--- config.mk ---
export PLATFORM = sky130hd
export DESIGN_NAME = camellia_controlpath
export DESIGN_NICKNAME = d
export VERILOG_FILES = /design/src/common/camellia_ctrl_pkg.sv /design/src/verilog/camellia_controlpath.sv /design/src/verilog/camellia_data_round_decode.sv /design/src/verilog/camellia_key_sched_decode.sv /design/src/verilog/camellia_sequencer.sv
export SDC_FILE = /design/constraint.sdc
export NUM_CORES = 1
export LEC_CHECK = 0
export BUFFER_PORTS_ARGS = -buffer_cell sky130_fd_sc_hd__clkbuf_2
export CORE_MARGIN = 1
export CORE_UTILIZATION = 45
export CTS_CLUSTER_SIZE = 28
export DETAILED_ROUTE_END_ITERATION = 10
export GPL_TIMING_DRIVEN = 0
export PLACE_DENSITY_LB_ADDON = 0.25
export SLEW_MARGIN = 10
export SYNTH_ARGS = -nofsm -noshare
export SYNTH_HDL_FRONTEND = slang
export SYNTH_SLANG_ARGS = --single-unit
--- constraint.sdc ---
create_clock -name i_clk -period 3.56 [get_ports i_clk]
set_input_delay 0.534 -clock i_clk [delete_from_list [all_inputs] [get_ports i_clk]]
set_output_delay 0.534 -clock i_clk [all_outputs]
set_load 0.03 [all_outputs]
--- src/common/camellia_ctrl_pkg.sv ---
`default_nettype none

package camellia_ctrl_pkg;

    ////////////////////////////////////////////////////////////
    // Widths and basic types
    ////////////////////////////////////////////////////////////

    localparam int ROUND_W    = 5;
    localparam int KEY_SIZE_W = 2;

    typedef logic [ROUND_W-1:0]    round_idx_t;  // Round number / round-key index
    typedef logic [KEY_SIZE_W-1:0] key_size_t;   // 0 is 128-bit and anything else long

    localparam key_size_t KEY_SIZE_128 = 2'd0;

    // Phase of the control FSM
    typedef enum logic [1:0] {
        PH_IDLE = 2'd0,
        PH_KEY  = 2'd1,
        PH_DATA = 2'd2,
        PH_DONE = 2'd3
    } phase_t;

    ////////////////////////////////////////////////////////////
    // Round constants
    ////////////////////////////////////////////////////////////

    localparam round_idx_t KEY_LAST_SHORT  = 5'd3;   // KA ready
    localparam round_idx_t KEY_LAST_LONG   = 5'd5;   // KB ready
    localparam round_idx_t DATA_LAST_SHORT = 5'd17;
    localparam round_idx_t DATA_LAST_LONG  = 5'd23;
    localparam round_idx_t FL_ROUND_A      = 5'd5;
    localparam round_idx_t FL_ROUND_B      = 5'd11;

    localparam logic [2:0] FL_CODE_POST = 3'd4;  // Last FL key slot / post-whitening

    // Control word towards the datapath
    typedef struct packed {
        logic [1:0] sel_key_func_f;
        logic [1:0] sel_next_d1;
        logic [1:0] sel_next_d2;
        logic [2:0] sel_fl;
        logic [2:0] sel_flinv;
        logic [1:0] sel_whiten_d1;
        logic [1:0] sel_whiten_d2;
        logic [1:0] sel_init_d1;
        logic [1:0] sel_init_d2;
        logic       sel_fout_0;
        logic       sel_round0_in1;
        logic       sel_round0_in2;
        round_idx_t sel_roundkey;
        logic       load_ka;
        logic       load_kb;
        logic       clear_d;
        logic       load_ciphertext;
    } ctrl_word_t;

    // Datapath holds its state with these selects
    localparam ctrl_word_t CTRL_IDLE = '{
        sel_key_func_f  : 2'd0,
        sel_next_d1     : 2'd0,
        sel_next_d2     : 2'd3,
        sel_fl          : 3'd0,
        sel_flinv       : 3'd0,
        sel_whiten_d1   : 2'd1,
        sel_whiten_d2   : 2'd0,
        sel_init_d1     : 2'd0,
        sel_init_d2     : 2'd0,
        sel_fout_0      : 1'b0,
        sel_round0_in1  : 1'b0,
        sel_round0_in2  : 1'b0,
        sel_roundkey    : 5'd0,
        load_ka         : 1'b0,
        load_kb         : 1'b0,
        clear_d         : 1'b0,
        load_ciphertext : 1'b0
    };

endpackage

`default_nettype wire
--- src/verilog/camellia_controlpath.sv ---
`default_nettype none

module camellia_controlpath
    import camellia_ctrl_pkg::*;
(
    input  logic       i_clk,
    input  logic       i_reset_n,
    input  logic       i_kvalid,
    input  logic       i_pvalid,
    input  logic       i_ready,
    input  logic       i_encrypt,
    input  key_size_t  i_key_size,
    output logic       o_kready,
    output logic       o_pready,
    output logic       o_valid,
    output ctrl_word_t o_ctrl,
    output key_size_t  o_key_size,
    output logic       o_encrypt
);

    phase_t     w_phase;
    round_idx_t w_round;
    ctrl_word_t w_key_ctrl;
    ctrl_word_t w_data_ctrl;

    camellia_sequencer u_sequencer (
        .i_clk      (i_clk),
        .i_reset_n  (i_reset_n),
        .i_kvalid   (i_kvalid),
        .i_pvalid   (i_pvalid),
        .i_ready    (i_ready),
        .i_encrypt  (i_encrypt),
        .i_key_size (i_key_size),
        .o_kready   (o_kready),
        .o_pready   (o_pready),
        .o_valid    (o_valid),
        .o_phase    (w_phase),
        .o_round    (w_round),
        .o_key_size (o_key_size),
        .o_encrypt  (o_encrypt)
    );

    camellia_key_sched_decode u_key_sched_decode (
        .i_round    (w_round),
        .i_key_size (o_key_size),
        .o_ctrl     (w_key_ctrl)
    );

    camellia_data_round_decode u_data_round_decode (
        .i_round    (w_round),
        .i_key_size (o_key_size),
        .i_encrypt  (o_encrypt),
        .o_ctrl     (w_data_ctrl)
    );

    ////////////////////////////////////////////////////////////
    // Control word select by phase
    ////////////////////////////////////////////////////////////

    always_comb
    begin
        case (w_phase)
            PH_KEY:  o_ctrl = w_key_ctrl;
            PH_DATA: o_ctrl = w_data_ctrl;
            PH_DONE:
            begin
                o_ctrl         = CTRL_IDLE;
                o_ctrl.clear_d = 1'b1;  // D1/D2 cleared while the result waits
            end
            default: o_ctrl = CTRL_IDLE;
        endcase
    end

endmodule

`default_nettype wire

--- src/verilog/camellia_data_round_decode.sv ---
`default_nettype none

module camellia_data_round_decode
    import camellia_ctrl_pkg::*;
(
    input  round_idx_t i_round,
    input  key_size_t  i_key_size,
    input  logic       i_encrypt,
    output ctrl_word_t o_ctrl
);

    logic       w_long_key;
    round_idx_t w_last;
    round_idx_t w_roundkey;

    assign w_long_key = (i_key_size != KEY_SIZE_128);
    assign w_last     = w_long_key ? DATA_LAST_LONG : DATA_LAST_SHORT;

    // Decryption walks the round keys backwards
    assign w_roundkey = i_encrypt ? i_round : (w_last - i_round);

    always_comb
    begin
        o_ctrl                = CTRL_IDLE;
        o_ctrl.sel_roundkey   = w_roundkey;
        o_ctrl.sel_key_func_f = w_long_key ? 2'd2 : 2'd1;

        if (i_round == 5'd0)
        begin
            // Plaintext enters with pre-whitening
            o_ctrl.sel_next_d1   = 2'd3;
            o_ctrl.sel_next_d2   = 2'd0;
            o_ctrl.sel_whiten_d1 = 2'd1;
            o_ctrl.sel_whiten_d2 = 2'd1;
        end
        else if (i_round == FL_ROUND_A || i_round == FL_ROUND_B)
        begin
            ////////////////////////////////////////////////////////////
            // FL / FL^-1 layer
            ////////////////////////////////////////////////////////////
            o_ctrl.sel_next_d1 = 2'd1;
            o_ctrl.sel_next_d2 = 2'd2;
            if (i_round == FL_ROUND_A)
            begin
                o_ctrl.sel_fl    = w_long_key ? 3'd2 : 3'd0;
                o_ctrl.sel_flinv = w_long_key ? 3'd2 : 3'd0;
            end
            else
            begin
                o_ctrl.sel_fl    = w_long_key ? 3'd3 : 3'd1;
                o_ctrl.sel_flinv = w_long_key ? 3'd3 : 3'd1;
            end
        end
        else if (i_round == DATA_LAST_SHORT)
        begin
            // Last round for short keys and third FL layer for long keys
            o_ctrl.sel_next_d1     = w_long_key ? 2'd1 : 2'd3;
            o_ctrl.sel_next_d2     = w_long_key ? 2'd2 : 2'd0;
            o_ctrl.sel_fl          = FL_CODE_POST;
            o_ctrl.sel_flinv       = FL_CODE_POST;
            o_ctrl.sel_whiten_d1   = 2'd0;
            o_ctrl.sel_whiten_d2   = 2'd0;
            o_ctrl.sel_init_d1     = 2'd2;
            o_ctrl.sel_init_d2     = 2'd2;
            o_ctrl.sel_fout_0      = 1'b1;
            o_ctrl.load_ciphertext = !w_long_key;
        end
        else if (i_round == DATA_LAST_LONG)
        begin
            o_ctrl.sel_next_d1     = 2'd3;
            o_ctrl.sel_next_d2     = 2'd0;
            o_ctrl.sel_whiten_d1   = 2'd0;   // Post-whitening
            o_ctrl.sel_whiten_d2   = 2'd0;
            o_ctrl.sel_init_d1     = 2'd2;
            o_ctrl.sel_init_d2     = 2'd2;
            o_ctrl.sel_fout_0      = 1'b1;
            o_ctrl.load_ciphertext = w_long_key;
        end
        else if (i_round[0])
        begin
            o_ctrl.sel_next_d1 = 2'd2;       // Odd rounds
            o_ctrl.sel_next_d2 = 2'd3;
        end
        else
        begin
            o_ctrl.sel_next_d1 = 2'd0;       // Even rounds
            o_ctrl.sel_next_d2 = 2'd1;
        end
    end

endmodule

`default_nettype wire

--- src/verilog/camellia_key_sched_decode.sv ---
`default_nettype none

module camellia_key_sched_decode
    import camellia_ctrl_pkg::*;
(
    input  round_idx_t i_round,
    input  key_size_t  i_key_size,
    output ctrl_word_t o_ctrl
);

    logic w_short_key;

    assign w_short_key = (i_key_size == KEY_SIZE_128);

    // F always uses the key-schedule constants here
    always_comb
    begin
        o_ctrl = CTRL_IDLE;
        case (i_round)
            5'd0:
            begin
                // Key halves straight into D1/D2 through the round-0 path
                o_ctrl.sel_next_d1    = 2'd3;
                o_ctrl.sel_next_d2    = 2'd0;
                o_ctrl.sel_whiten_d1  = 2'd2;
                o_ctrl.sel_whiten_d2  = 2'd2;
                o_ctrl.sel_init_d1    = 2'd1;
                o_ctrl.sel_init_d2    = 2'd1;
                o_ctrl.sel_round0_in1 = 1'b1;
                o_ctrl.sel_round0_in2 = 1'b1;
            end
            5'd1:
            begin
                o_ctrl.sel_next_d1   = 2'd3;
                o_ctrl.sel_next_d2   = 2'd0;
                o_ctrl.sel_whiten_d1 = 2'd3;
                o_ctrl.sel_whiten_d2 = 2'd3;
                o_ctrl.sel_init_d1   = 2'd2;
                o_ctrl.sel_init_d2   = 2'd2;
                o_ctrl.sel_fout_0    = 1'b1;  // Mix with F output
            end
            5'd2, 5'd4:
            begin
                o_ctrl.sel_next_d1 = 2'd0;    // Swap halves
                o_ctrl.sel_next_d2 = 2'd1;
            end
            5'd3:
            begin
                o_ctrl.load_ka       = 1'b1;
                o_ctrl.sel_next_d1   = w_short_key ? 2'd2 : 2'd3;
                o_ctrl.sel_next_d2   = w_short_key ? 2'd3 : 2'd0;
                o_ctrl.sel_whiten_d1 = 2'd2;
                o_ctrl.sel_whiten_d2 = 2'd2;
                o_ctrl.sel_init_d1   = 2'd2;
                o_ctrl.sel_init_d2   = 2'd2;
                o_ctrl.sel_fout_0    = 1'b1;
                o_ctrl.clear_d       = w_short_key;  // Short key ends here
            end
            5'd5:
            begin
                // Long keys only
                o_ctrl.load_kb     = 1'b1;
                o_ctrl.sel_next_d1 = 2'd2;
                o_ctrl.sel_next_d2 = 2'd3;
                o_ctrl.clear_d     = 1'b1;
            end
            default:
            begin
                o_ctrl = CTRL_IDLE;
            end
        endcase
    end

endmodule

`default_nettype wire

--- src/verilog/camellia_sequencer.sv ---
`default_nettype none

module camellia_sequencer
    import camellia_ctrl_pkg::*;
(
    input  logic       i_clk,
    input  logic       i_reset_n,
    input  logic       i_kvalid,
    input  logic       i_pvalid,
    input  logic       i_ready,
    input  logic       i_encrypt,
    input  key_size_t  i_key_size,
    output logic       o_kready,
    output logic       o_pready,
    output logic       o_valid,
    output phase_t     o_phase,
    output round_idx_t o_round,
    output key_size_t  o_key_size,
    output logic       o_encrypt
);

    phase_t     r_state;
    phase_t     w_next_state;
    round_idx_t r_round;
    round_idx_t w_next_round;
    key_size_t  r_key_size;
    logic       r_encrypt;

    logic       w_idle;
    logic       w_key_accept;
    logic       w_data_accept;
    logic       w_long_key;
    round_idx_t w_key_last;
    round_idx_t w_data_last;

    ////////////////////////////////////////////////////////////
    // Acceptance and terminal rounds
    ////////////////////////////////////////////////////////////

    assign w_idle        = (r_state == PH_IDLE);
    assign w_key_accept  = w_idle && i_kvalid;
    assign w_data_accept = w_idle && i_pvalid && !i_kvalid;  // Key request has priority

    // Code 3 falls in with the long keys
    assign w_long_key  = (r_key_size != KEY_SIZE_128);
    assign w_key_last  = w_long_key ? KEY_LAST_LONG : KEY_LAST_SHORT;
    assign w_data_last = w_long_key ? DATA_LAST_LONG : DATA_LAST_SHORT;

    always_comb
    begin
        w_next_state = r_state;
        w_next_round = r_round;
        case (r_state)
            PH_IDLE:
            begin
                // Accept cycle is round 0, so the counter starts at 1
                if (w_key_accept)
                begin
                    w_next_state = PH_KEY;
                    w_next_round = 5'd1;
                end
                else if (w_data_accept)
                begin
                    w_next_state = PH_DATA;
                    w_next_round = 5'd1;
                end
            end
            PH_KEY:
            begin
                if (r_round == w_key_last)
                begin
                    w_next_state = PH_IDLE;
                    w_next_round = 5'd0;
                end
                else
                    w_next_round = r_round + 5'd1;
            end
            PH_DATA:
            begin
                if (r_round == w_data_last)
                begin
                    w_next_state = PH_DONE;
                    w_next_round = 5'd0;
                end
                else
                    w_next_round = r_round + 5'd1;
            end
            PH_DONE:
            begin
                w_next_round = 5'd0;
                if (i_ready)
                    w_next_state = PH_IDLE;  // Ciphertext taken
            end
            default:
            begin
                w_next_state = PH_IDLE;
                w_next_round = 5'd0;
            end
        endcase
    end

    ////////////////////////////////////////////////////////////
    // Registers
    ////////////////////////////////////////////////////////////

    always_ff @(posedge i_clk)
    begin
        if (!i_reset_n)
        begin
            r_state <= PH_IDLE;
            r_round <= 5'd0;
        end
        else
        begin
            r_state <= w_next_state;
            r_round <= w_next_round;
        end
    end

    // Key size and direction only change with a new key
    always_ff @(posedge i_clk)
    begin
        if (!i_reset_n)
        begin
            r_key_size <= KEY_SIZE_128;
            r_encrypt  <= 1'b0;
        end
        else if (w_key_accept)
        begin
            r_key_size <= i_key_size;
            r_encrypt  <= i_encrypt;
        end
    end

    // Accept cycle already reports the phase it starts
    always_comb
    begin
        o_phase = r_state;
        if (w_key_accept)
            o_phase = PH_KEY;
        else if (w_data_accept)
            o_phase = PH_DATA;
    end

    assign o_round    = r_round;
    assign o_kready   = w_idle;
    assign o_pready   = w_idle;
    assign o_valid    = (r_state == PH_DONE);
    assign o_key_size = r_key_size;
    assign o_encrypt  = r_encrypt;

endmodule

`default_nettype wire

==> flow_summary.rst, run 1 <==
.. list-table::
   :header-rows: 1

   * - Metric
     - Value
   * - Post-Synthesis Net Count
     - 190
   * - Overall overflow remaining after global route
     - 0
   * - DRC viols
     - 0
   * - Share of the yosys chip area belonging to registers
     - 0.159
   * - Worst reg2reg path endpoint
     - u_sequencer.o_round[3]$_SDFFE_PN0P_
   * - Number of gates resized after CTS
     - 0
   * - Cell types occupying the most area after synthesis
     - sky130_fd_sc_hd__dfxtp_1 16%, sky130_fd_sc_hd__nor2_1 6.9%, sky130_fd_sc_hd__ha_1 6.0%, sky130_fd_sc_hd__buf_4 5.4%, sky130_fd_sc_hd__mux2i_1 4.8%
   * - Signed area change from the synthesized netlist to the final layout
     - 23.8%
   * - Depth of the most critical reg-to-reg path
     - 8
   * - Register clock-pin slew on the reported worst setup and hold paths
     - 70 ps
   * - Avg WL per Cell
     - 12.6 microns
   * - CTS tree
     - done
   * - Global placer's final weighted congestion
     - 0.902
   * - Sum of negative setup slack
     - 0 ps
   * - Root buffer selected by CTS
     - sky130_fd_sc_hd__clkbuf_4
   * - Min-Delay Path Depth
     - 3
   * - WP data arrival
     - 2430 ps
   * - Yosys top cell area share
     - 0.159
   * - Register share of total power
     - 0.232
   * - Total clock sinks
     - 10
   * - Number of detailed-route iterations in the first pass
     - 4
   * - Die outline width
     - 54.8 microns
   * - Count of vias placed by the detailed router
     - 1392
   * - RSZ-0062 raised after global routing
     - no
   * - Maximum clock frequency
     - 337 MHz
   * - Worst min path class
     - in2reg
   * - Synthesis warning total
     - 0
   * - I/O pin count
     - 46
   * - Reg-to-reg startpoint
     - u_sequencer.o_round[2]$_SDFFE_PN0P_
   * - Max Used Layer
     - met4
   * - Number of buffers created by CTS
     - 3
   * - Vias/cell
     - 5.48
   * - Hold Path End
     - u_sequencer.o_key_size[1]$_SDFFE_PN0P_
   * - Library cell with the largest summed area after synthesis
     - sky130_fd_sc_hd__dfxtp_1
   * - Internal
     - 0.000284 W
   * - Internal reg-to-reg setup slack
     - 1260 ps
   * - Predominant post-synthesis flop cell
     - sky130_fd_sc_hd__dfxtp_1
   * - Setup WS pre-CTS
     - 898 ps
   * - Remaining antenna violation count
     - 0
   * - Max-slew headroom
     - 0.542
   * - Count of hold-fix buffers inserted at cts
     - 0
   * - Top fanout value on the critical path
     - 8
   * - Die outline height
     - 54.8 microns
   * - I/O Buffers
     - 45
   * - Buffer count from post-CTS setup fixing
     - 0
   * - NetSw
     - 0.000253 W
   * - Post-synth cell types
     - 49
   * - Routed Wire Length
     - 3200 microns
   * - Sw Share
     - 0.471
   * - Largest net degree at the start of global routing
     - 11
   * - Setup Crit Path Kind
     - reg2out
   * - MaxCap Viol Count
     - 0
   * - Fraction of final layout cells sized beyond drive strength 1
     - 0.321
   * - Post-synthesis instance total
     - 175
   * - Fin crit share
     - 0.834
   * - Number of flops mapped to enable cells by yosys
     - 0
   * - WL met1
     - 1560 microns
   * - Hold Path Origin
     - i_key_size[1]
   * - Total length of routed met2 wires
     - 1440 microns
   * - Skew-Pair Late Insertion Delay
     - 270 ps
   * - Routed length on met3
     - 191 microns
   * - Iter 0 DRT Violations
     - 25
   * - Final worst slack
     - 592 ps
   * - Total power of the final layout
     - 0.000538 W
   * - Wire length of the first global-routing pass
     - 4930 microns
   * - Mean post-synth cell area
     - 7.18 sq um
   * - Status
     - completed
   * - Total power density per cell area
     - 346 nW/um^2
   * - Final count of negative-setup-slack endpoints
     - 0
   * - Vias in the first global route
     - 1121
   * - Required time worst endpoint
     - 3030 ps
   * - Worst VDD drop
     - 0.250 mV
   * - Final min period
     - 2970 ps
   * - Row Count
     - 18
   * - Clock share of power
     - 0.196
   * - Final cell count without fillers
     - 254
   * - Flip-flop and latch count after synthesis
     - 10
   * - Most common library cell in the layout ignoring fill and taps
     - sky130_fd_sc_hd__clkbuf_2
   * - Maximum buffer depth of the clock tree
     - 2
   * - Final Skew
     - 2.80 ps
   * - Actual slew at the worst max-slew pin
     - 681 ps
   * - Total Nets Final
     - 240
   * - Initial Utilization
     - 0.489
   * - Post-placement cell count
     - 250
   * - Final Hold Vio Count
     - 0
   * - Commonest cells after routing, fill and taps aside
     - 45 x sky130_fd_sc_hd__clkbuf_2, 23 x sky130_fd_sc_hd__nor2_1, 13 x sky130_fd_sc_hd__nand2_1
   * - Number of antenna violations at the first check in global routing
     - 0
   * - CP endpoint kind
     - output port
   * - Core area
     - 2570 sq um
   * - Startpoint type of the worst setup path
     - flip-flop
   * - Number of levels the H-tree was split into
     - 1
   * - Number of pins exceeding their max-slew limit in the final report
     - 0
   * - Async set-reset flop share out of synthesis
     - 0
   * - Ant diodes
     - 0
   * - Combined global-route utilization of all metal layers
     - 0.226
   * - Hpwl dp
     - 2510 microns
   * - Die area
     - 3010 sq um
   * - Leakage power of the design
     - 0.729 nW
   * - Gate power share
     - 0.572
   * - Synth Cell Area
     - 1260 sq um
==> flip-flops by register name, summed over array words and instances (netlist names) <==
name,cells
u_sequencer.o_round,5
u_sequencer.o_key_size,2
u_sequencer.r_state,2
u_sequencer.o_encrypt,1
==> synth_stat cells (2+ instances only) <==
cell type                   count
sky130_fd_sc_hd__buf_6          2
sky130_fd_sc_hd__nor4_1         2
sky130_fd_sc_hd__a31oi_1        2
sky130_fd_sc_hd__a21o_1         2
sky130_fd_sc_hd__a21oi_1        5
sky130_fd_sc_hd__o2bb2ai_1      2
sky130_fd_sc_hd__inv_1          6
sky130_fd_sc_hd__xor2_1         3
sky130_fd_sc_hd__nand4_1        2
sky130_fd_sc_hd__nor2_1        23
sky130_fd_sc_hd__a41oi_1        2
sky130_fd_sc_hd__nor2b_1        8
sky130_fd_sc_hd__clkbuf_1       8
sky130_fd_sc_hd__nor3_1         8
sky130_fd_sc_hd__o32ai_1        3
sky130_fd_sc_hd__dfxtp_1       10
sky130_fd_sc_hd__buf_2          6
sky130_fd_sc_hd__mux2i_1        6
sky130_fd_sc_hd__buf_4          9
sky130_fd_sc_hd__o211ai_1       2
sky130_fd_sc_hd__nand2b_1       2
sky130_fd_sc_hd__o21ai_0        7
sky130_fd_sc_hd__nand3_1        3
sky130_fd_sc_hd__nand2_1       13
sky130_fd_sc_hd__and2_1         4
sky130_fd_sc_hd__nand3b_1       4
sky130_fd_sc_hd__ha_1           6
sky130_fd_sc_hd__o32a_1         2
sky130_fd_sc_hd__and3_1         3
==> worst max-delay path, stage by stage (launching register included) <==
cell	delay [ps]
sky130_fd_sc_hd__dfxtp_1	370
sky130_fd_sc_hd__clkbuf_1	290
sky130_fd_sc_hd__inv_1	160
sky130_fd_sc_hd__ha_1	310
sky130_fd_sc_hd__nor3_1	370
sky130_fd_sc_hd__o32a_1	250
sky130_fd_sc_hd__o31ai_2	70
sky130_fd_sc_hd__o211ai_1	110
sky130_fd_sc_hd__clkbuf_2	230
==> per-layer routing <==
| metal | global-route usage | up-vias |
|---|---|---|
| li1 | - | 710 |
| met1 | 0.309 | 629 |
| met2 | 0.365 | 50 |
| met3 | 0.0417 | 3 |
| met4 | 0.0470 | 0 |
| met5 | 0 | - |
==> cells by family (layout without fill, tap and decap cells) <==
| family | after synthesis | after routing | share of synthesized area |
|---|---|---|---|
| simple gates | 78 | 78 | 0.319 |
| compound gates | 38 | 38 | 0.224 |
| buf+inv | 31 | 80 | 0.137 |
| flops | 10 | 10 | 0.159 |
| fa+ha+maj | 7 | 7 | 0.0757 |
| mux | 7 | 7 | 0.0568 |
| xor+xnor | 4 | 4 | 0.0279 |
==> power by group through the flow <==
stage / registers (W) / clock network [W] / logic, W
after global routing: 0.000126 / 0.000116 / 0.000337
after floorplan: 0.000131 / 0 / 0.000229
final: 0.000125 / 0.000105 / 0.000308
after detailed placement: 0.000128 / 0 / 0.000306
after global placement: 0.000127 / 0 / 0.000304
after CTS: 0.000125 / 0.000107 / 0.000306
==> how the worst max path moves through the flow <==
stage	end	start	slack, ps
final	o_ctrl[27]	u_sequencer.o_round[0]$_SDFFE_PN0P_	590
after global routing	o_ctrl[27]	u_sequencer.o_round[0]$_SDFFE_PN0P_	300
after global placement	o_ctrl[27]	u_sequencer.o_round[0]$_SDFFE_PN0P_	860
after floorplan	o_ctrl[23]	u_sequencer.o_round[1]$_SDFFE_PN0P_	800
after CTS	o_ctrl[27]	u_sequencer.o_round[0]$_SDFFE_PN0P_	590
after detailed placement	o_ctrl[27]	u_sequencer.o_round[0]$_SDFFE_PN0P_	900
==> cell type report <==
| class | count | area [sq um] |
|---|---|---|
| fill | 255 | 1010 |
| multi-input combinational | 134 | 883 |
| timing repair buffer | 45 | 225 |
| sequential | 10 | 200 |
| buffer | 25 | 150 |
| tap | 30 | 37.5 |
| clock buffer | 4 | 36.3 |
| inverter | 6 | 22.5 |
==> through the flow <==
stage          hold WS [ps]  utilization  cell area (sq um)
2_1_floorplan           517            -               1260
3_5_place_dp            533        0.592               1520
6_report                518        0.606               1560
4_1_cts                 516        0.606               1560
5_1_grt                 531        0.606               1560
3_3_place_gp            525        0.592               1520
No activity file was read; power rests on OpenSTA's default activity.
==> run 2, diff against run 1 <==
ABC_AREA = 1   (was default)
clock period = 2.6 ns   (was 3.56 ns; I/O delays follow)
==> flow_summary.rst, run 2 <==
.. list-table::
   :header-rows: 1

   * - Metric
     - Value
   * - Area share of fa/ha/maj cells after synthesis
     - 0.0765 (+0.000762)
   * - Top fanout value on the critical path
     - 8 (unchanged)
   * - Fin util
     - 0.609 (+0.00340)
   * - NetSw
     - 0.00124 W (+390%)
   * - Buffer count from post-CTS setup fixing
     - 0 (unchanged)
   * - Actual slew at the worst max-slew pin
     - 359 ps (-322 ps)
   * - MaxCap Viol Count
     - 0 (unchanged)
   * - Instance area at placement
     - 1510 sq um (-0.82%)
   * - Yosys top cell area share
     - 0.161 (+0.00160)
   * - Leakage power of the design
     - 0.898 nW (+23%)
   * - DRC viols
     - 0 (unchanged)
   * - CP dominant cell by count
     - sky130_fd_sc_hd__nand2_1
   * - Final Hold Vio Count
     - 0 (unchanged)
   * - Share of the synthesized netlist area taken by xor and xnor gates
     - 0.00704 (-0.0208)
   * - Number of pins exceeding their max-slew limit in the final report
     - 0 (unchanged)
   * - Maximum clock frequency
     - 415 MHz
   * - Ranking of synthesized cells by instance count
     - 47 x sky130_fd_sc_hd__nand2_1, 34 x sky130_fd_sc_hd__nor2_1, 30 x sky130_fd_sc_hd__inv_1
   * - Sum of negative setup slack
     - 0 ps (unchanged)
   * - Predominant post-synthesis flop cell
     - sky130_fd_sc_hd__dfxtp_1
   * - Vias/cell
     - 5.01 (-8.6%)
   * - Worst min path class
     - in2reg
   * - Cell with the largest stage delay on the worst path
     - sky130_fd_sc_hd__dfxtp_1
   * - Row Count
     - 18 (unchanged)
   * - I/O Buffers
     - 45 (unchanged)
   * - Largest incremental delay on the critical path
     - 380 ps (about the same)
   * - RSZ-0062 raised after global routing
     - no
   * - Hpwl dp
     - 2470 microns (-1.7%)
   * - Avg WL per Cell
     - 10.3 microns (-19%)
   * - Global placer's final weighted congestion
     - 0.919 (+1.8%)
   * - Worst VDD drop
     - 1.07 mV (+330%)
   * - Routed Wire Length
     - 2960 microns (-7.7%)
   * - Sw Share
     - 0.608 (+0.136)
   * - Root buffer selected by CTS
     - sky130_fd_sc_hd__clkbuf_4
   * - Wire length of the first global-routing pass
     - 4840 microns (-1.7%)
   * - Signed area change from the synthesized netlist to the final layout
     - 24.6%
   * - Count of vias placed by the detailed router
     - 1442 (+3.6%)
   * - Total buffers and inverters traversed by the critical path
     - 5 (+2)
   * - Synth Cell Area
     - 1240 sq um (-1.0%)
   * - Fraction of final layout cells sized beyond drive strength 1
     - 0.314 (-0.00748)
   * - Setup Crit Path Kind
     - reg2out
   * - Post-Synthesis Net Count
     - 224 (+18%)
   * - Die outline height
     - 54.6 microns (-0.48%)
   * - Ant diodes
     - 0 (unchanged)
   * - CTS tree
     - done
   * - Delay-heaviest family, CP
     - simple AND/OR/NAND/NOR gates
   * - Synthesis warning total
     - 0 (unchanged)
   * - Mean post-synth cell area
     - 5.95 sq um (-17%)
   * - I/O pin count
     - 46 (unchanged)
   * - Required time worst endpoint
     - 2210 ps (-820 ps)
   * - Cell Chain, Critical Path
     - buf_6 -> inv_1 -> ha_1 -> inv_1 -> nor2_1 -> nand2_1 -> nand2_1 -> inv_1 -> nand3_1 -> nand2_1 -> nand2_1 -> nand3_1 -> clkbuf_2
   * - Commonest cells after routing, fill and taps aside
     - 47 x sky130_fd_sc_hd__nand2_1, 45 x sky130_fd_sc_hd__clkbuf_2, 33 x sky130_fd_sc_hd__nor2_1
   * - Number of levels the H-tree was split into
     - 1 (unchanged)
   * - Number of buffers created by CTS
     - 3 (unchanged)
   * - WP data arrival
     - 2020 ps (-410 ps)
   * - Die outline width
     - 54.6 microns (-0.48%)
   * - Overall overflow remaining after global route
     - 0 (unchanged)
   * - Total clock sinks
     - 10 (unchanged)
   * - Total power density per cell area
     - 1320 nW/um^2 (+280%)
   * - Number of detailed-route iterations in the first pass
     - 4 (unchanged)
   * - Clock share of power
     - 0.068 (-0.128)
   * - Library cell with the largest summed area after synthesis
     - sky130_fd_sc_hd__dfxtp_1
   * - Post-synthesis instance total
     - 209 (+19%)
   * - Internal
     - 0.000800 W (+180%)
   * - Combined global-route utilization of all metal layers
     - 0.228 (+0.00175)
   * - Post-placement cell count
     - 284 (+14%)
   * - Final standard cell area without fillers
     - 1550 sq um (-0.32%)
   * - Maximum buffer depth of the clock tree
     - 2 (unchanged)
   * - Vias in the first global route
     - 1114 (-0.62%)
   * - Cell types occupying the most area after synthesis
     - sky130_fd_sc_hd__dfxtp_1 16%, sky130_fd_sc_hd__nand2_1 14%, sky130_fd_sc_hd__nor2_1 10%, sky130_fd_sc_hd__inv_1 9.1%, sky130_fd_sc_hd__nand3_1 6.4%
   * - CP endpoint kind
     - output port
   * - Register clock-pin slew on the reported worst setup and hold paths
     - 60 ps (about the same)
   * - Iter 0 DRT Violations
     - 42 (+68%)
   * - Flip-flop and latch count after synthesis
     - 10 (unchanged)
   * - Status
     - completed
   * - Die area
     - 2980 sq um (-0.96%)
   * - Final cell count without fillers
     - 288 (+13%)
   * - Number of flops mapped to enable cells by yosys
     - 0 (unchanged)
   * - Number of antenna violations at the first check in global routing
     - 0 (unchanged)
   * - Core area
     - 2540 sq um (-0.88%)
   * - Share of the yosys chip area belonging to registers
     - 0.161 (+0.00160)
   * - Most common library cell in the layout ignoring fill and taps
     - sky130_fd_sc_hd__nand2_1
   * - Total Nets Final
     - 274 (+14%)
   * - Multiplexer share of the synthesized area
     - 0 (-0.0568)
   * - Max-slew headroom
     - 0.761 (+0.219)
   * - Fraction of the mapped netlist area in simple logic gates
     - 0.385 (+0.0666)
   * - Area fraction in compound gates after synthesis
     - 0.174 (-0.0501)
   * - Max reg flops
     - 5 (unchanged)
   * - Async set-reset flop share out of synthesis
     - 0 (unchanged)
   * - Remaining antenna violation count
     - 0 (unchanged)
   * - Gate power share
     - 0.805 (+0.233)
   * - Largest net degree at the start of global routing
     - 11 (unchanged)
   * - Fin crit share
     - 0.926
   * - Main combinational cell family by area after synthesis
     - simple AND/OR/NAND/NOR gates
   * - Final count of negative-setup-slack endpoints
     - 0 (unchanged)
   * - Skew-Pair Late Insertion Delay
     - 270 ps (about the same)
   * - Register share of total power
     - 0.126 (-0.106)
   * - Post-synth cell types
     - 28 (-43%)
   * - Final min period
     - 2410 ps
   * - Initial Utilization
     - 0.489 (-0.000587)
   * - Final Skew
     - 0.772 ps (-2.03 ps)
   * - Cell with the most instances after synthesis
     - sky130_fd_sc_hd__nand2_1
   * - Startpoint type of the worst setup path
     - flip-flop
run 2: cell types whose count changed after synthesis, sizes merged, moves of 5 or more:
cell | previous run | this run
a21oi | 5 | 10
clkbuf | 8 | 0
inv | 6 | 35
mux2i | 6 | 0
nand2 | 13 | 49
nand3 | 3 | 17
nor2 | 23 | 38
nor2b | 8 | 0
nor3 | 8 | 2
o21ai | 7 | 13
run 2: worst register-to-register path, cell delays in order (launching register included):
cell,delay [ps]
sky130_fd_sc_hd__dfxtp_1,340
sky130_fd_sc_hd__nor2_4,230
sky130_fd_sc_hd__inv_1,120
sky130_fd_sc_hd__ha_1,320
sky130_fd_sc_hd__nand2_1,50
sky130_fd_sc_hd__nand3b_1,210
sky130_fd_sc_hd__nand2_1,140
sky130_fd_sc_hd__o211ai_1,120
sky130_fd_sc_hd__nor2_1,100
sky130_fd_sc_hd__nor2_1,40
run 2: layer usage:
layer | GRT usage | part of all wire
met5 | 0 | 0
met1 | 0.299 | 0.45
met4 | 0.124 | 0.018
met2 | 0.374 | 0.46
met3 | 0.00833 | 0.067
run 2: final cells by class:
type / instances / area (sq um)
fillers: 292 / 995
clock buffers: 4 / 36.3
well taps: 30 / 37.5
multi-input cells: 151 / 807
repair buffers: 45 / 225
flip-flops and latches: 10 / 200
plain buffers: 13 / 113
inverters: 35 / 131
run 2: kinds of logic after synthesis:
logic type	after synthesis
buffers and inverters	48
xor gates and xnor gates	1
and+or+nand+nor	110
DFF	10
AOI/OAI and AO/OA	33
adders and majority gates	7
run 2: timing repair:
action | in CTS | in global routing
hold buffers | 0 | 0
pin swaps | 0 | 0
resized for setup | 1 | 1
endpoints found under the setup margin | 2 | 1
run 2: stage by stage:
step           worst slack (ps)  hold slack, ps  total power, W
2_1_floorplan               144             488         0.00153
3_3_place_gp                176             530         0.00189
3_5_place_dp                144             538         0.00190
4_1_cts                    34.6             348         0.00205
5_1_grt                    15.5             394         0.00225
6_report                    191             349         0.00204
run 2: power by group through the flow:
stage | sequential, W | combinational, W | clock [W]
2_1_floorplan | 0.000274 | 0.00126 | 0
3_3_place_gp | 0.000256 | 0.00164 | 0
3_5_place_dp | 0.000257 | 0.00165 | 0
4_1_cts | 0.000255 | 0.00165 | 0.000145
5_1_grt | 0.000267 | 0.00183 | 0.000152
6_report | 0.000258 | 0.00164 | 0.000139
run 2: final timing paths:
kind / depth (start not counted) / startpoint / end / slack (ps)
hold reg to reg: 2 / u_sequencer.o_round[4]$_SDFFE_PN0P_ / u_sequencer.o_round[4]$_SDFFE_PN0P_ / 580
setup reg to reg: 9 / u_sequencer.o_key_size[0]$_SDFFE_PN0P_ / u_sequencer.r_state[0]$_SDFFE_PN0P_ / 830
setup / recovery: 13 / u_sequencer.o_round[0]$_SDFFE_PN0P_ / o_ctrl[26] / 190
hold / removal: 3 / i_key_size[1] / u_sequencer.o_key_size[1]$_SDFFE_PN0P_ / 350
==> run 3, diff against run 2 <==
clock period = 2.9 ns   (was 2.6 ns; I/O delays follow)
==> flow_summary.rst, run 3 (same netlist as run 2, synthesis figures left out) <==
.. list-table::
   :header-rows: 1

   * - Metric
     - Value
   * - Number of gates resized after CTS
     - 0 (-1)
   * - Post-placement cell count
     - 284 (unchanged)
   * - Global placer's final weighted congestion
     - 0.919 (unchanged)
   * - MaxCap Viol Count
     - 0 (unchanged)
   * - Number of detailed-route iterations in the first pass
     - 4 (unchanged)
   * - Final Hold Slack
     - 393 ps (+43.8 ps)
   * - Ant diodes
     - 0 (unchanged)
   * - Required time worst endpoint
     - 2470 ps (+260 ps)
   * - Combined global-route utilization of all metal layers
     - 0.227 (-0.000576)
   * - Routed Wire Length
     - 2960 microns (about the same)
   * - CTS tree
     - done
   * - Actual slew at the worst max-slew pin
     - 379 ps (+20.4 ps)
   * - Top fanout value on the critical path
     - 8 (unchanged)
   * - Skew-Pair Late Insertion Delay
     - 270 ps (about the same)
   * - Number of buffers created by CTS
     - 3 (unchanged)
   * - Most common library cell in the layout ignoring fill and taps
     - sky130_fd_sc_hd__nand2_1
   * - Remaining antenna violation count
     - 0 (unchanged)
   * - Maximum buffer depth of the clock tree
     - 2 (unchanged)
   * - I/O Buffers
     - 45 (unchanged)
   * - Total power density per cell area
     - 1180 nW/um^2 (-10%)
   * - RSZ-0062 raised after global routing
     - no
   * - Signed area change from the synthesized netlist to the final layout
     - 24.2%
   * - Startpoint type of the worst setup path
     - flip-flop
   * - Number of antenna violations at the first check in global routing
     - 0 (unchanged)
   * - Internal reg-to-reg setup slack
     - 1000 ps (+170 ps)
   * - Worst min path class
     - in2reg
   * - Number of levels the H-tree was split into
     - 1 (unchanged)
   * - Final cell count without fillers
     - 288 (unchanged)
   * - Die outline width
     - 54.6 microns (unchanged)
   * - Status
     - completed
   * - CP endpoint kind
     - output port
   * - DRC viols
     - 0 (unchanged)
   * - Count of vias placed by the detailed router
     - 1442 (unchanged)
   * - I/O pin count
     - 46 (unchanged)
   * - Multi-input gate area in the final layout
     - 802 sq um (-0.62%)
   * - Die outline height
     - 54.6 microns (unchanged)
   * - Sum of negative setup slack
     - 0 ps (unchanged)
   * - Register clock-pin slew on the reported worst setup and hold paths
     - 60 ps (about the same)
   * - Number of pins exceeding their max-slew limit in the final report
     - 0 (unchanged)
   * - WP data arrival
     - 2140 ps (+120 ps)
   * - Final Skew
     - 0.963 ps (+0.192 ps)
   * - Core area
     - 2540 sq um (unchanged)
   * - Final count of negative-setup-slack endpoints
     - 0 (unchanged)
   * - Largest net degree at the start of global routing
     - 11 (unchanged)
   * - Count of hold-fix buffers inserted at cts
     - 0 (unchanged)
   * - Iter 0 DRT Violations
     - 43 (+2.4%)
   * - Max-slew headroom
     - 0.747 (-0.0139)
   * - Commonest cells after routing, fill and taps aside
     - 47 x sky130_fd_sc_hd__nand2_1, 45 x sky130_fd_sc_hd__clkbuf_2, 33 x sky130_fd_sc_hd__nor2_1
   * - Vias in the first global route
     - 1112 (-0.18%)
   * - Fraction of final layout cells sized beyond drive strength 1
     - 0.314 (unchanged)
   * - Row Count
     - 18 (unchanged)
   * - Total Nets Final
     - 274 (unchanged)
   * - Fin util
     - 0.607 (-0.00197)
   * - Worst VDD drop
     - 0.957 mV (-10%)
   * - Maximum clock frequency
     - 388 MHz
   * - Hpwl dp
     - 2470 microns (unchanged)
   * - Root buffer selected by CTS
     - sky130_fd_sc_hd__clkbuf_4
   * - Die area
     - 2980 sq um (unchanged)
   * - Initial Utilization
     - 0.489 (unchanged)
   * - Total clock sinks
     - 10 (unchanged)
   * - Buffer count from post-CTS setup fixing
     - 0 (unchanged)
   * - Wire length of the first global-routing pass
     - 4830 microns (-0.27%)
   * - Max reg flops
     - 5 (unchanged)
   * - Leakage power of the design
     - 0.896 nW (-0.19%)
   * - Avg WL per Cell
     - 10.3 microns (about the same)
   * - Total power of the final layout
     - 0.00182 W (-11%)
   * - Fin crit share
     - 0.889
   * - Overall overflow remaining after global route
     - 0 (unchanged)
   * - Final Hold Vio Count
     - 0 (unchanged)
   * - Final min period
     - 2580 ps
   * - FF/Latch Area
     - 200 sq um (unchanged)
   * - # fillers
     - 292 (unchanged)
   * - Setup Crit Path Kind
     - reg2out
   * - Vias/cell
     - 5.01 (unchanged)
-- run 3: cell counts in the layout (fill, tap and decap cells not counted) --
Identical to the previous run, type by type.
-- run 3: worst paths after layout --
check                                    startpoint                                endpoint  depth (start not counted)
max          u_sequencer.o_key_size[0]$_SDFFE_PN0P_                               o_ctrl[8]                          9
min                                   i_key_size[1]  u_sequencer.o_key_size[1]$_SDFFE_PN0P_                          3
max reg2reg  u_sequencer.o_key_size[0]$_SDFFE_PN0P_     u_sequencer.r_state[0]$_SDFFE_PN0P_                          9
min reg2reg  u_sequencer.o_key_size[1]$_SDFFE_PN0P_  u_sequencer.o_key_size[1]$_SDFFE_PN0P_                          2
-- run 3: final cells by class --
type                            count  share of cell area
Clock buffer                        4              0.0235
Sequential cell                    10               0.130
Inverter                           35              0.0850
Multi-Input combinational cell    151               0.519
Timing Repair Buffer               45               0.146
Buffer                             13              0.0729
Tap cell                           30              0.0243
-- run 3: where the power goes --
part           switching [W]  internal (W)
clock              0.0000486     0.0000763
sequential         0.0000545      0.000174
combinational        0.00101      0.000465
total                0.00111      0.000715
-- run 3: critical path, stage by stage, from the launching register on --
cell	delay [ps]
sky130_fd_sc_hd__dfxtp_1	330
sky130_fd_sc_hd__nor2_2	330
sky130_fd_sc_hd__inv_1	140
sky130_fd_sc_hd__ha_1	330
sky130_fd_sc_hd__inv_1	60
sky130_fd_sc_hd__nor2_1	30
sky130_fd_sc_hd__o21ai_0	180
sky130_fd_sc_hd__o21ai_0	100
sky130_fd_sc_hd__a21oi_1	140
sky130_fd_sc_hd__clkbuf_2	220
-- run 3: through the flow --
step           cell area, sq um  setup WS (ps)
6_report                   1550            322
3_5_place_dp               1510            399
3_3_place_gp               1510            431
2_1_floorplan              1240            399
5_1_grt                    1550            130
4_1_cts                    1540           87.4
-- run 3: per-layer routing --
layer	track usage	vias to the layer above	share of wire
met4	0.124	0	0.018
met2	0.374	54	0.46
met5	0	-	0
met1	0.297	625	0.45
li1	-	758	-
met3	0.00833	5	0.067
